$ cat src/hdl/fpslice_pkg.sv
// FP slice shared definitions
package fpslice_pkg;

  // --------------------
  // Datapath geometry
  // --------------------
  localparam int unsigned WIDTH      = 32;
  localparam int unsigned NUM_LANES  = 2;
  localparam int unsigned FP32_WIDTH = 32;
  localparam int unsigned FP16_WIDTH = 16;

  // Canonical quiet NaNs
  localparam logic [31:0] FP32_QNAN = 32'h7fc00000;
  localparam logic [15:0] FP16_QNAN = 16'h7e00;

  // --------------------
  // Encodings
  // --------------------
  typedef enum logic {FP32 = 1'b0, FP16 = 1'b1} fp_format_e;

  typedef enum logic {SGNJ = 1'b0, MINMAX = 1'b1} operation_e;

  // Also picks the operation variant
  typedef enum logic [1:0] {RNE = 2'b00, RTZ = 2'b01, RDN = 2'b10, RUP = 2'b11} roundmode_e;

  typedef struct packed {
    logic nv;
    logic dz;
    logic of;
    logic uf;
    logic nx;
  } status_t;

  typedef logic [7:0] tag_t;

  // Travels beside the result through the lane
  typedef struct packed {
    fp_format_e fmt;
    logic       vectorial;
  } aux_t;

  typedef struct packed {
    logic [WIDTH-1:0] a;
    logic [WIDTH-1:0] b;
    fp_format_e       fmt;
    operation_e       op;
    roundmode_e       rnd;
    aux_t             aux;
    tag_t             tag;
  } lane_req_t;

  typedef struct packed {
    logic [WIDTH-1:0] result;
    status_t          status;
    aux_t             aux;
    tag_t             tag;
  } lane_rsp_t;

endpackage

$ cat src/hdl/result_assembler.sv
// Lane result assembly
`timescale 1ns/1ps

module result_assembler (
  input  fpslice_pkg::lane_rsp_t [fpslice_pkg::NUM_LANES-1:0] lane_rsp_i,
  input  logic [fpslice_pkg::NUM_LANES-1:0]              lane_valid_i,
  input  logic                                           out_ready_i,
  output logic [fpslice_pkg::NUM_LANES-1:0]              lane_ready_o,
  output logic [fpslice_pkg::WIDTH-1:0]                  result_o,
  output fpslice_pkg::status_t                           status_o,
  output fpslice_pkg::tag_t                              tag_o,
  output logic                                           out_valid_o
);
  import fpslice_pkg::*;

  aux_t                 res_aux;
  logic [NUM_LANES-1:0] lane_used;

  // Lane 0 describes the result leaving the slice
  assign res_aux = lane_rsp_i[0].aux;

  // --------------------
  // Handshake
  // --------------------
  always_comb begin
    for (int l = 0; l < NUM_LANES; l++) begin
      lane_ready_o[l] = out_ready_i & ((l == 0) | res_aux.vectorial);
      lane_used[l]    = lane_valid_i[l] & ((l == 0) | res_aux.vectorial);
    end
  end

  assign out_valid_o = lane_valid_i[0];
  assign tag_o       = lane_rsp_i[0].tag;

  // --------------------
  // Packing
  // --------------------
  always_comb begin
    if (res_aux.fmt == FP32) begin
      result_o = lane_rsp_i[0].result;
    end else if (res_aux.vectorial) begin
      result_o = {lane_rsp_i[1].result[FP16_WIDTH-1:0], lane_rsp_i[0].result[FP16_WIDTH-1:0]};
    end else begin
      // NaN-box the unused upper half
      result_o = {16'hffff, lane_rsp_i[0].result[FP16_WIDTH-1:0]};
    end
  end

  // Status flags of all active lanes
  always_comb begin
    status_o = '0;
    for (int l = 0; l < NUM_LANES; l++) begin
      if (lane_used[l]) begin
        status_o = status_o | lane_rsp_i[l].status;
      end
    end
  end

endmodule

$ cat config.mk
export PLATFORM = sky130hd
export DESIGN_NAME = result_assembler
export DESIGN_NICKNAME = d
export VERILOG_FILES = /design/src/hdl/fpslice_pkg.sv /design/src/hdl/result_assembler.sv
export SDC_FILE = /design/constraint.sdc
export NUM_CORES = 1
export LEC_CHECK = 0
export ABC_CLOCK_PERIOD_IN_PS = 1500
export BUFFER_PORTS_ARGS = -buffer_cell sky130_fd_sc_hd__buf_2
export CORE_ASPECT_RATIO = 1.4
export CORE_MARGIN = 5
export CORE_UTILIZATION = 21
export DETAILED_ROUTE_END_ITERATION = 10
export PLACE_DENSITY = 0.91
export SYNTH_ARGS = -nofsm -noshare
export SYNTH_HDL_FRONTEND = slang
export SYNTH_SLANG_ARGS = --single-unit
export TNS_END_PERCENT = 100
$ cat constraint.sdc
create_clock -name vclk -period 1.5
set_clock_uncertainty 0.15 [all_clocks]
set_input_delay 0.075 -clock vclk [all_inputs]
set_output_delay 0.075 -clock vclk [all_outputs]
set_load 0.02 [all_outputs]
==> summary.md <==
| Metric | Value |
|---|---|
| Outcome | complete, no violations |
| Mapped Cells | 57 |
| Synthesized area | 458 sq um |
| Most common cell after layout, fill and taps aside | buf_2 |
| DR iter-0 viols | 2 |
| Peak VDD IR | 0.135 mV |
| Worst setup path class | in2out |
| Routed wire length | between 1.5 and 2 mm |
| Area Overhead vs Synth | 32.8% |
| Total die area | roughly 3200 sq um |
| Slew Limit Fails | 0 |
| Setup Viol. Count Final | 0 |
| Slew HR | 83.7% |
| Most common cell on crit path | buf_2 |
| Core area | between 2000 and 2500 sq um |
| Diodes inserted | 0 |
| Share of layout cells above drive strength 1 | 73.7% |
| Yosys cell types | 9 |
| Initial Util | 21.5% |
| CP Max Fanout | 14 |
| Hold Slack | 0.00000777 ns |
| Via count | 587 |
| DP HPWL | 1.54 mm |
| RSZ-0062 raised after global routing | no |
| Antenna violation net count after detailed routing | 0 |
| Seq. cell area | 0 sq um |
| Maxcap violations | 0 |
| Layout sequential cell count | 0 |
| Pin count of the biggest net entering global routing | 15 |
| CP top delay family | buffers and inverters |
| Die H | roughly 65 um |
| Gr ovfl total | 0 |
| Syn_nets | ~150 |
| Die X | 49.5 um |
| Initial antenna violation count | 0 |
| Tcrit/Tclk final | 71.0% |
| PwrDens | 383 nW/um^2 |
| Fmax | ~940 MHz |
| Most frequent cells in the layout | buf_2, o22a_1, a32o_1 |
| Min-delay src | lane_rsp_i[18] |
| LEAKAGE | 0.348 nW |
| Final core occ | 28.6% |
| Post-CTS setup buffers | 0 |
| Buf+Inv Stages, Crit Path | 2 |
| YS warnings | 0 |
| Crit path from | lane_rsp_i[9] |
| Post-route cell area | 608 sq um |
| Nets | roughly 200 |
| GRT Util Overall | 9.15% |
| Crit-path slowest cell | buf_2 |
| Drt pass-1 iters | 2 |
| Average cell area after synthesis | 8.03 sq um |
| PortBufs | 71 |
| Area after DPL | 608 sq um |
| Vias per cell | around 4.9 |
| Setup TNS | 0 ns |
| Vias in the first global route | 584 |
| Tightest Pin Transition | 0.245 ns |
| Startpoint types | input port |
| CLK BUF | 0 |
| Largest stage delay on the critical path | roughly 0.23 ns |
| Crit end category | output pin |
| Hold_buf cts | 0 |
| Worst Hold Class | in2out |
| CP Cell Sequence | buf_2, nand2_4, o22a_1, buf_2 |
| Final worst path period need | 1.06 ns |
| CP required | 1.27 ns |
| First-pass GRT wire length | roughly 2.5 mm |
| GP Congestion | 0.738 |
| Worst EP arrival | about 0.84 ns |
| Final number of hold-violating endpoints | 0 |
| Post-DR wirelength/cell | 14.2 um |
| Row Count | 20 |
| I/O pin total | 145 |
| Seq/Total Area, Yosys | 0% |
| Number of gates resized after cts | 0 |
| Drc violations | 0 |
## per-stage QoR
stage / power [mW] / worst slack (ns) / std cells
6_report: 0.233 / 0.435 / 121
5_1_grt: 0.254 / 0.359 / 121
4_1_cts: 0.236 / 0.421 / 121
3_5_place_dp: 0.235 / 0.423 / 121
3_3_place_gp: 0.233 / 0.422 / 121
2_1_floorplan: 0.230 / 0.545 / 57
## area by class of cell
class,instances,area [sq um]
fill,232,1520
inverter,2,7.51
multi-input combinational,25,210
tap,22,27.5
timing repair buffer,72,363
## cell families after synthesis
family | count (synthesis) | synth area share, %
buffers and inverters | 32 | 54.1
and+or+nand+nor | 4 | 5.47
AOI/OAI and AO/OA | 21 | 40.4
## cells in the mapped netlist
library cell	n	area (sq um)
and2_1	1	6.26
buf_4	26	195
nand2_4	1	11.3
buf_6	4	45.0
o22a_1	14	123
inv_1	2	7.51
nor2_1	2	7.51
a32o_1	5	50.1
a31oi_1	2	12.5
## per-layer routing
metal | vias up | wire (um) | track usage (%)
li1 | 270 | - | -
met1 | 242 | 418 | 7.79
met2 | 57 | 786 | 16.6
met3 | 18 | 421 | 4.99
met4 | 0 | 95 | 4.92
met5 | - | 0 | 0
## path summary, 6_finish.rpt
kind	to	slack [ns]	depth (start not counted)
setup / recovery	result_o[18]	0.44	4
hold / removal	result_o[3]	0.000008	0
## power by group
group / switching, mW / internal [mW]
registers: 0 / 0
clock network: 0 / 0
logic: 0.125 / 0.108
Note: power is estimated with default switching activity, not from simulation.
