$ cat config.mk
export PLATFORM = sky130hd
export DESIGN_NAME = lane_sgnj_minmax
export DESIGN_NICKNAME = d
export VERILOG_FILES = /design/src/hdl/fpslice_pkg.sv /design/src/hdl/lane_sgnj_minmax.sv /design/src/hdl/slice_pipe.sv
export SDC_FILE = /design/constraint.sdc
export NUM_CORES = 1
export LEC_CHECK = 0
export BUFFER_PORTS_ARGS = -buffer_cell sky130_fd_sc_hd__buf_4
export CORE_ASPECT_RATIO = 2
export CORE_MARGIN = 2
export CORE_UTILIZATION = 40
export DETAILED_ROUTE_END_ITERATION = 8
export PLACE_DENSITY = 0.78
export SYNTH_ARGS = -nofsm -noshare
export SYNTH_HDL_FRONTEND = slang
export SYNTH_SLANG_ARGS = --single-unit
$ cat constraint.sdc
create_clock -name vclk -period 8.4
set_clock_uncertainty 0.05 [all_clocks]
set_input_delay 2.52 -clock vclk [all_inputs]
set_output_delay 2.52 -clock vclk [all_outputs]
set_load 0.01 [all_outputs]
$ cat src/hdl/fpslice_pkg.sv
// FP slice shared definitions
package fpslice_pkg;

  // --------------------
  // Datapath geometry
  // --------------------
  localparam int unsigned WIDTH      = 32;
  localparam int unsigned NUM_LANES  = 2;
  localparam int unsigned FP32_WIDTH = 32;
  localparam int unsigned FP16_WIDTH = 16;

  // Canonical quiet NaNs
  localparam logic [31:0] FP32_QNAN = 32'h7fc00000;
  localparam logic [15:0] FP16_QNAN = 16'h7e00;

  // --------------------
  // Encodings
  // --------------------
  typedef enum logic {FP32 = 1'b0, FP16 = 1'b1} fp_format_e;

  typedef enum logic {SGNJ = 1'b0, MINMAX = 1'b1} operation_e;

  // Also picks the operation variant
  typedef enum logic [1:0] {RNE = 2'b00, RTZ = 2'b01, RDN = 2'b10, RUP = 2'b11} roundmode_e;

  typedef struct packed {
    logic nv;
    logic dz;
    logic of;
    logic uf;
    logic nx;
  } status_t;

  typedef logic [7:0] tag_t;

  // Travels beside the result through the lane
  typedef struct packed {
    fp_format_e fmt;
    logic       vectorial;
  } aux_t;

  typedef struct packed {
    logic [WIDTH-1:0] a;
    logic [WIDTH-1:0] b;
    fp_format_e       fmt;
    operation_e       op;
    roundmode_e       rnd;
    aux_t             aux;
    tag_t             tag;
  } lane_req_t;

  typedef struct packed {
    logic [WIDTH-1:0] result;
    status_t          status;
    aux_t             aux;
    tag_t             tag;
  } lane_rsp_t;

endpackage

$ cat src/hdl/lane_sgnj_minmax.sv
// Sign injection and min/max lane
`timescale 1ns/1ps

module lane_sgnj_minmax #(
  parameter int unsigned NumPipeRegs = 0
) (
  input  logic                   clk_i,
  input  logic                   rst_i,
  input  logic                   flush_i,
  input  fpslice_pkg::lane_req_t req_i,
  input  logic                   in_valid_i,
  output logic                   in_ready_o,
  output fpslice_pkg::lane_rsp_t rsp_o,
  output logic                   out_valid_o,
  input  logic                   out_ready_i,
  output logic                   busy_o
);
  import fpslice_pkg::*;

  typedef struct packed {
    logic             sign;
    logic [WIDTH-2:0] mag;
    logic             nan;
    logic             snan;
    logic [WIDTH-1:0] val;
  } fp_info_t;

  // FP16 values sit in the low half and come out zero-extended
  function automatic fp_info_t decode_fp(logic [WIDTH-1:0] x, logic fp16);
    fp_info_t info;
    if (fp16) begin
      info.sign = x[15];
      info.mag  = {16'h0, x[14:0]};
      info.nan  = (&x[14:10]) & (|x[9:0]);
      info.snan = info.nan & ~x[9];
      info.val  = {16'h0, x[15:0]};
    end else begin
      info.sign = x[31];
      info.mag  = x[30:0];
      info.nan  = (&x[30:23]) & (|x[22:0]);
      info.snan = info.nan & ~x[22];
      info.val  = x;
    end
    return info;
  endfunction

  logic             is_fp16;
  fp_info_t         op_a;
  fp_info_t         op_b;
  logic             a_lt_b;
  logic             sgnj_sign;
  logic [WIDTH-1:0] sgnj_res;
  logic [WIDTH-1:0] minmax_res;
  lane_rsp_t        op_rsp;

  assign is_fp16 = (req_i.fmt == FP16);
  assign op_a    = decode_fp(req_i.a, is_fp16);
  assign op_b    = decode_fp(req_i.b, is_fp16);

  // --------------------
  // Operation logic
  // --------------------
  // Ordered compare on sign-magnitude, -0 sorts below +0
  always_comb begin
    if (op_a.sign != op_b.sign) begin
      a_lt_b = op_a.sign;
    end else if (op_a.sign) begin
      a_lt_b = (op_a.mag > op_b.mag);
    end else begin
      a_lt_b = (op_a.mag < op_b.mag);
    end
  end

  always_comb begin
    case (req_i.rnd)
      RTZ:     sgnj_sign = ~op_b.sign;
      RDN:     sgnj_sign = op_a.sign ^ op_b.sign;
      default: sgnj_sign = op_b.sign;
    endcase
    sgnj_res = is_fp16 ? {16'h0, sgnj_sign, op_a.mag[14:0]} : {sgnj_sign, op_a.mag};
  end

  // RTZ is max, other modes are min
  always_comb begin
    if (op_a.nan && op_b.nan) begin
      minmax_res = is_fp16 ? {16'h0, FP16_QNAN} : FP32_QNAN;
    end else if (op_a.nan) begin
      minmax_res = op_b.val;
    end else if (op_b.nan) begin
      minmax_res = op_a.val;
    end else if ((req_i.rnd == RTZ) ? ~a_lt_b : a_lt_b) begin
      minmax_res = op_a.val;
    end else begin
      minmax_res = op_b.val;
    end
  end

  always_comb begin
    op_rsp        = '0;
    op_rsp.aux    = req_i.aux;
    op_rsp.tag    = req_i.tag;
    if (req_i.op == SGNJ) begin
      op_rsp.result = sgnj_res;
    end else begin
      op_rsp.result    = minmax_res;
      op_rsp.status.nv = op_a.snan | op_b.snan;
    end
  end

  slice_pipe #(
    .NumPipeRegs (NumPipeRegs)
  ) i_pipe (
    .clk_i   (clk_i),
    .rst_i   (rst_i),
    .flush_i (flush_i),
    .data_i  (op_rsp),
    .valid_i (in_valid_i),
    .ready_o (in_ready_o),
    .data_o  (rsp_o),
    .valid_o (out_valid_o),
    .ready_i (out_ready_i),
    .busy_o  (busy_o)
  );

endmodule

$ cat src/hdl/slice_pipe.sv
// Valid/ready register pipeline
`timescale 1ns/1ps

module slice_pipe #(
  parameter int unsigned NumPipeRegs = 0
) (
  input  logic                   clk_i,
  input  logic                   rst_i,
  input  logic                   flush_i,
  input  fpslice_pkg::lane_rsp_t data_i,
  input  logic                   valid_i,
  output logic                   ready_o,
  output fpslice_pkg::lane_rsp_t data_o,
  output logic                   valid_o,
  input  logic                   ready_i,
  output logic                   busy_o
);

  // Index i is the view after i register stages
  fpslice_pkg::lane_rsp_t data_q  [0:NumPipeRegs];
  logic                   valid_q [0:NumPipeRegs];
  logic                   ready   [0:NumPipeRegs];

  assign data_q[0]  = data_i;
  assign valid_q[0] = valid_i;

  for (genvar i = 0; i < NumPipeRegs; i++) begin : gen_stage
    logic load;

    // Advance when the next stage moves on or holds a bubble
    assign ready[i] = ready[i+1] | ~valid_q[i+1];
    assign load     = ready[i] & valid_q[i];

    always_ff @(posedge clk_i) begin
      if (rst_i || flush_i) begin
        valid_q[i+1] <= 1'b0;
      end else if (ready[i]) begin
        valid_q[i+1] <= valid_q[i];
      end
    end

    always_ff @(posedge clk_i) begin
      if (load) begin
        data_q[i+1] <= data_q[i];
      end
    end
  end

  assign ready[NumPipeRegs] = ready_i;

  assign ready_o = ready[0];
  assign data_o  = data_q[NumPipeRegs];
  assign valid_o = valid_q[NumPipeRegs];

  // Any registered stage holding an item
  always_comb begin
    busy_o = 1'b0;
    for (int i = 1; i <= NumPipeRegs; i++) begin
      busy_o = busy_o | valid_q[i];
    end
  end

endmodule

==> results.py <==
metrics = {
    "drt": {
        "drtAntennaViolNets": 0,
        "via_per_inst": 5.89,
        "drt_first_iter_violations": 60,
        "num_vias": 2460,
        "wl_per_cell_um": 16.2,
        "drt_wl_total_mm": 6.76,
        "dr.pass1.iters": 5,
        "drc_errors": 0,
    },
    "worst_hold_path": {
        "hold_path_class": "in2out",
        "holdPathStages": 0,
    },
    "floorplanning": {
        "start_util_pct": 41.7,
        "io_pins": 133,
        "die_w_um": 53.2,
        "rows": 35,
        "coreArea_mm2": 0.00464,
        "die-area_mm2": 0.00544,
        "die-height_um": 102,
    },
    "synthesis": {
        "synth.yosys.seq_area_share_pct": 0,
        "ys_types": 48,
        "syn_avg_cell_area_um2": 7.09,
        "syn_inst": 273,
        "syn_area_mm2": 0.00193,
        "ys_warn_count": 0,
    },
    "power_and_ir_drop": {
        "ir_worst_vdd_mv": 0.0422,
        "power_w": 0.000183,
        "p_leak_nw": 1.41,
        "power.density_mw_per_mm2": 66.4,
    },
    "timing": {
        "worst_pin_slew_ps": 602,
        "max_slew_margin_pct": 59.6,
        "fin_crit_sh_pct": 97.9,
        "fmaxAchievable_mhz": 122,
        "slew_viol_final": 0,
        "fin_ws_ps": 173,
        "fin_setup_tns_ps": 0,
        "hold_viol_final": 0,
        "setup_viol": 0,
        "finalCriticalPeriod_ps": 8230,
    },
    "worst_setup_path": {
        "crit_path_end_kind": "output port",
        "cp.arrival_ps": 5660,
        "cp-startpoint": "req_i[13]",
        "slowest_delay_ps": 450,
        "endpoint": "rsp_o[30]",
        "worstPathRequired_ps": 5830,
        "worstSetupPathType": "in2out",
        "path_buf_inv": 4,
        "cp-start-kind": "input pin",
        "worstPathCellList": "buf_4 > buf_6 > buf_6 > nor2b_1 > ha_1 > a21o_1 > a221o_1 > nand2_1 > nand3_1 > or3b_4 > and4b_2 > nor3b_4 > mux2_4 > a21o_1 > buf_4",
        "path_max_fanout": 10,
        "slowest_stage": "or3b_4",
        "critPathTopFamily": "simple AND/OR/NAND/NOR gates",
        "path_depth": 15,
    },
    "final_layout": {
        "nClkBuffers": 0,
        "nets": 481,
        "area_growth_pct": 42.6,
        "fillCellCount": 463,
        "drive_above_1_share_pct": 36.4,
        "multiInputGateArea_mm2": 0.00171,
        "nFlopsAndLatches": 0,
        "register_area_um2": 0,
        "diodes": 0,
    },
    "global_route": {
        "grt_pass1_vias": 2389,
        "grtUsageTotal_pct": 23.1,
        "overflow": 0,
        "grt_max_degree": 31,
        "grt_pass1_wl_mm": 9.92,
        "antenna_found_initial": 0,
    },
    "run_status": {
        "status": "complete, no violations",
    },
    "placed_design": {
        "place_ws_ps": 50.8,
        "gp_congestion": 0.859,
        "port_buffers": 101,
        "dp_hpwl_mm": 5.46,
    },
    "clocking": {
        "cts_hold_buf": 0,
    },
    "job": {
        "maxCapViolCount": 0,
    },
}
## cells in the final DEF, fill, tap and decap left out, types with 2 or more instances in the layout
cell type and count:
nand2b_1 3, nor4_1 10, nor3_1 4, o21ai_0 3, buf_6 2, o22ai_1 2
conb_1 5, ha_1 33, a221oi_2 2, a21oi_1 13, mux2i_1 6, a21o_1 3
a32o_1 13, nor2b_1 18, nor2b_2 2, o21ai_1 4, and4_1 3, inv_1 26
a22o_1 11, nand4_1 13, nand2b_4 2, nand2_1 31, a221o_1 2, a211oi_4 2
nand3_1 7, buf_4 107, nor2_1 10, a211oi_1 4
## where the power goes
| part | total (W) | internal, W | switching (W) |
|---|---|---|---|
| clock network | 0 | 0 | 0 |
| logic | 0.000183 | 0.0000923 | 0.0000908 |
| registers | 0 | 0 | 0 |
## Yosys cell counts, drive strengths merged (2+ instances only)
| cell type | n | area (um2) |
|---|---|---|
| mux2i | 6 | 60.1 |
| nor4 | 11 | 75.1 |
| a221oi | 2 | 23.8 |
| nand4 | 13 | 81.3 |
| inv | 27 | 101 |
| buf | 23 | 168 |
| o21ai | 8 | 40.0 |
| nor2b | 20 | 125 |
| clkbuf | 4 | 15.0 |
| and4 | 3 | 26.3 |
| a32o | 13 | 130 |
| a21o | 3 | 22.5 |
| a22o | 11 | 96.3 |
| a21oi | 13 | 65.1 |
| a221o | 2 | 20.0 |
| nor2 | 11 | 43.8 |
| o22ai | 2 | 12.5 |
| nand2 | 32 | 123 |
| nand3 | 7 | 35.0 |
| nor3 | 4 | 20.0 |
| nand2b | 4 | 32.5 |
| a211oi | 7 | 82.6 |
| ha | 33 | 413 |
## metal layers
| metal | routed length (um) | global-route usage (%) | vias up |
|---|---|---|---|
| met5 | 0 | 0 | - |
| met4 | 220 | 7.50 | 0 |
| met1 | 2370 | 21.1 | 1143 |
| met2 | 3830 | 49.6 | 111 |
| li1 | - | - | 1182 |
| met3 | 337 | 0.877 | 24 |
## layout make-up
type | count | share of cell area [%]
inverter | 27 | 3.77
multi-input combinational | 225 | 62.2
tap | 55 | 2.50
timing repair buffer | 111 | 31.6
## per-stage QoR
step | instances | util, % | hold WS, ps | cell area, um2
6_report | 418 | 59.4 | 4990 | 2760
4_1_cts | 411 | 57.0 | 4990 | 2640
2_1_floorplan | 277 | - | 5080 | 1950
3_5_place_dp | 411 | 57.0 | 4990 | 2640
3_3_place_gp | 411 | 57.0 | 4990 | 2640
5_1_grt | 418 | 59.4 | 4990 | 2760
## repair_timing
| item | in CTS | in global routing |
|---|---|---|
| setup endpoints to repair | 0 | 31 |
| gates resized for setup | 0 | 12 |
| setup buffers | 0 | 4 |
## kinds of logic after synthesis
kind of cell    Yosys count  synth area share, %
other cells               1                0.194
buf+inv                  54                 14.7
fa+ha+maj                33                 21.3
simple gates            111                 31.8
mux                       7                 3.69
compound gates           67                 28.3
## worst min-delay path by stage
stage	start	end	slack (ps)
6_report	out_ready_i	in_ready_o	4990
5_1_grt	req_i[5]	rsp_o[5]	4990
4_1_cts	req_i[7]	rsp_o[7]	4990
3_5_place_dp	req_i[7]	rsp_o[7]	4990
3_3_place_gp	req_i[7]	rsp_o[7]	4990
2_1_floorplan	out_ready_i	in_ready_o	5080
No activity file was read; power rests on OpenSTA's default activity.
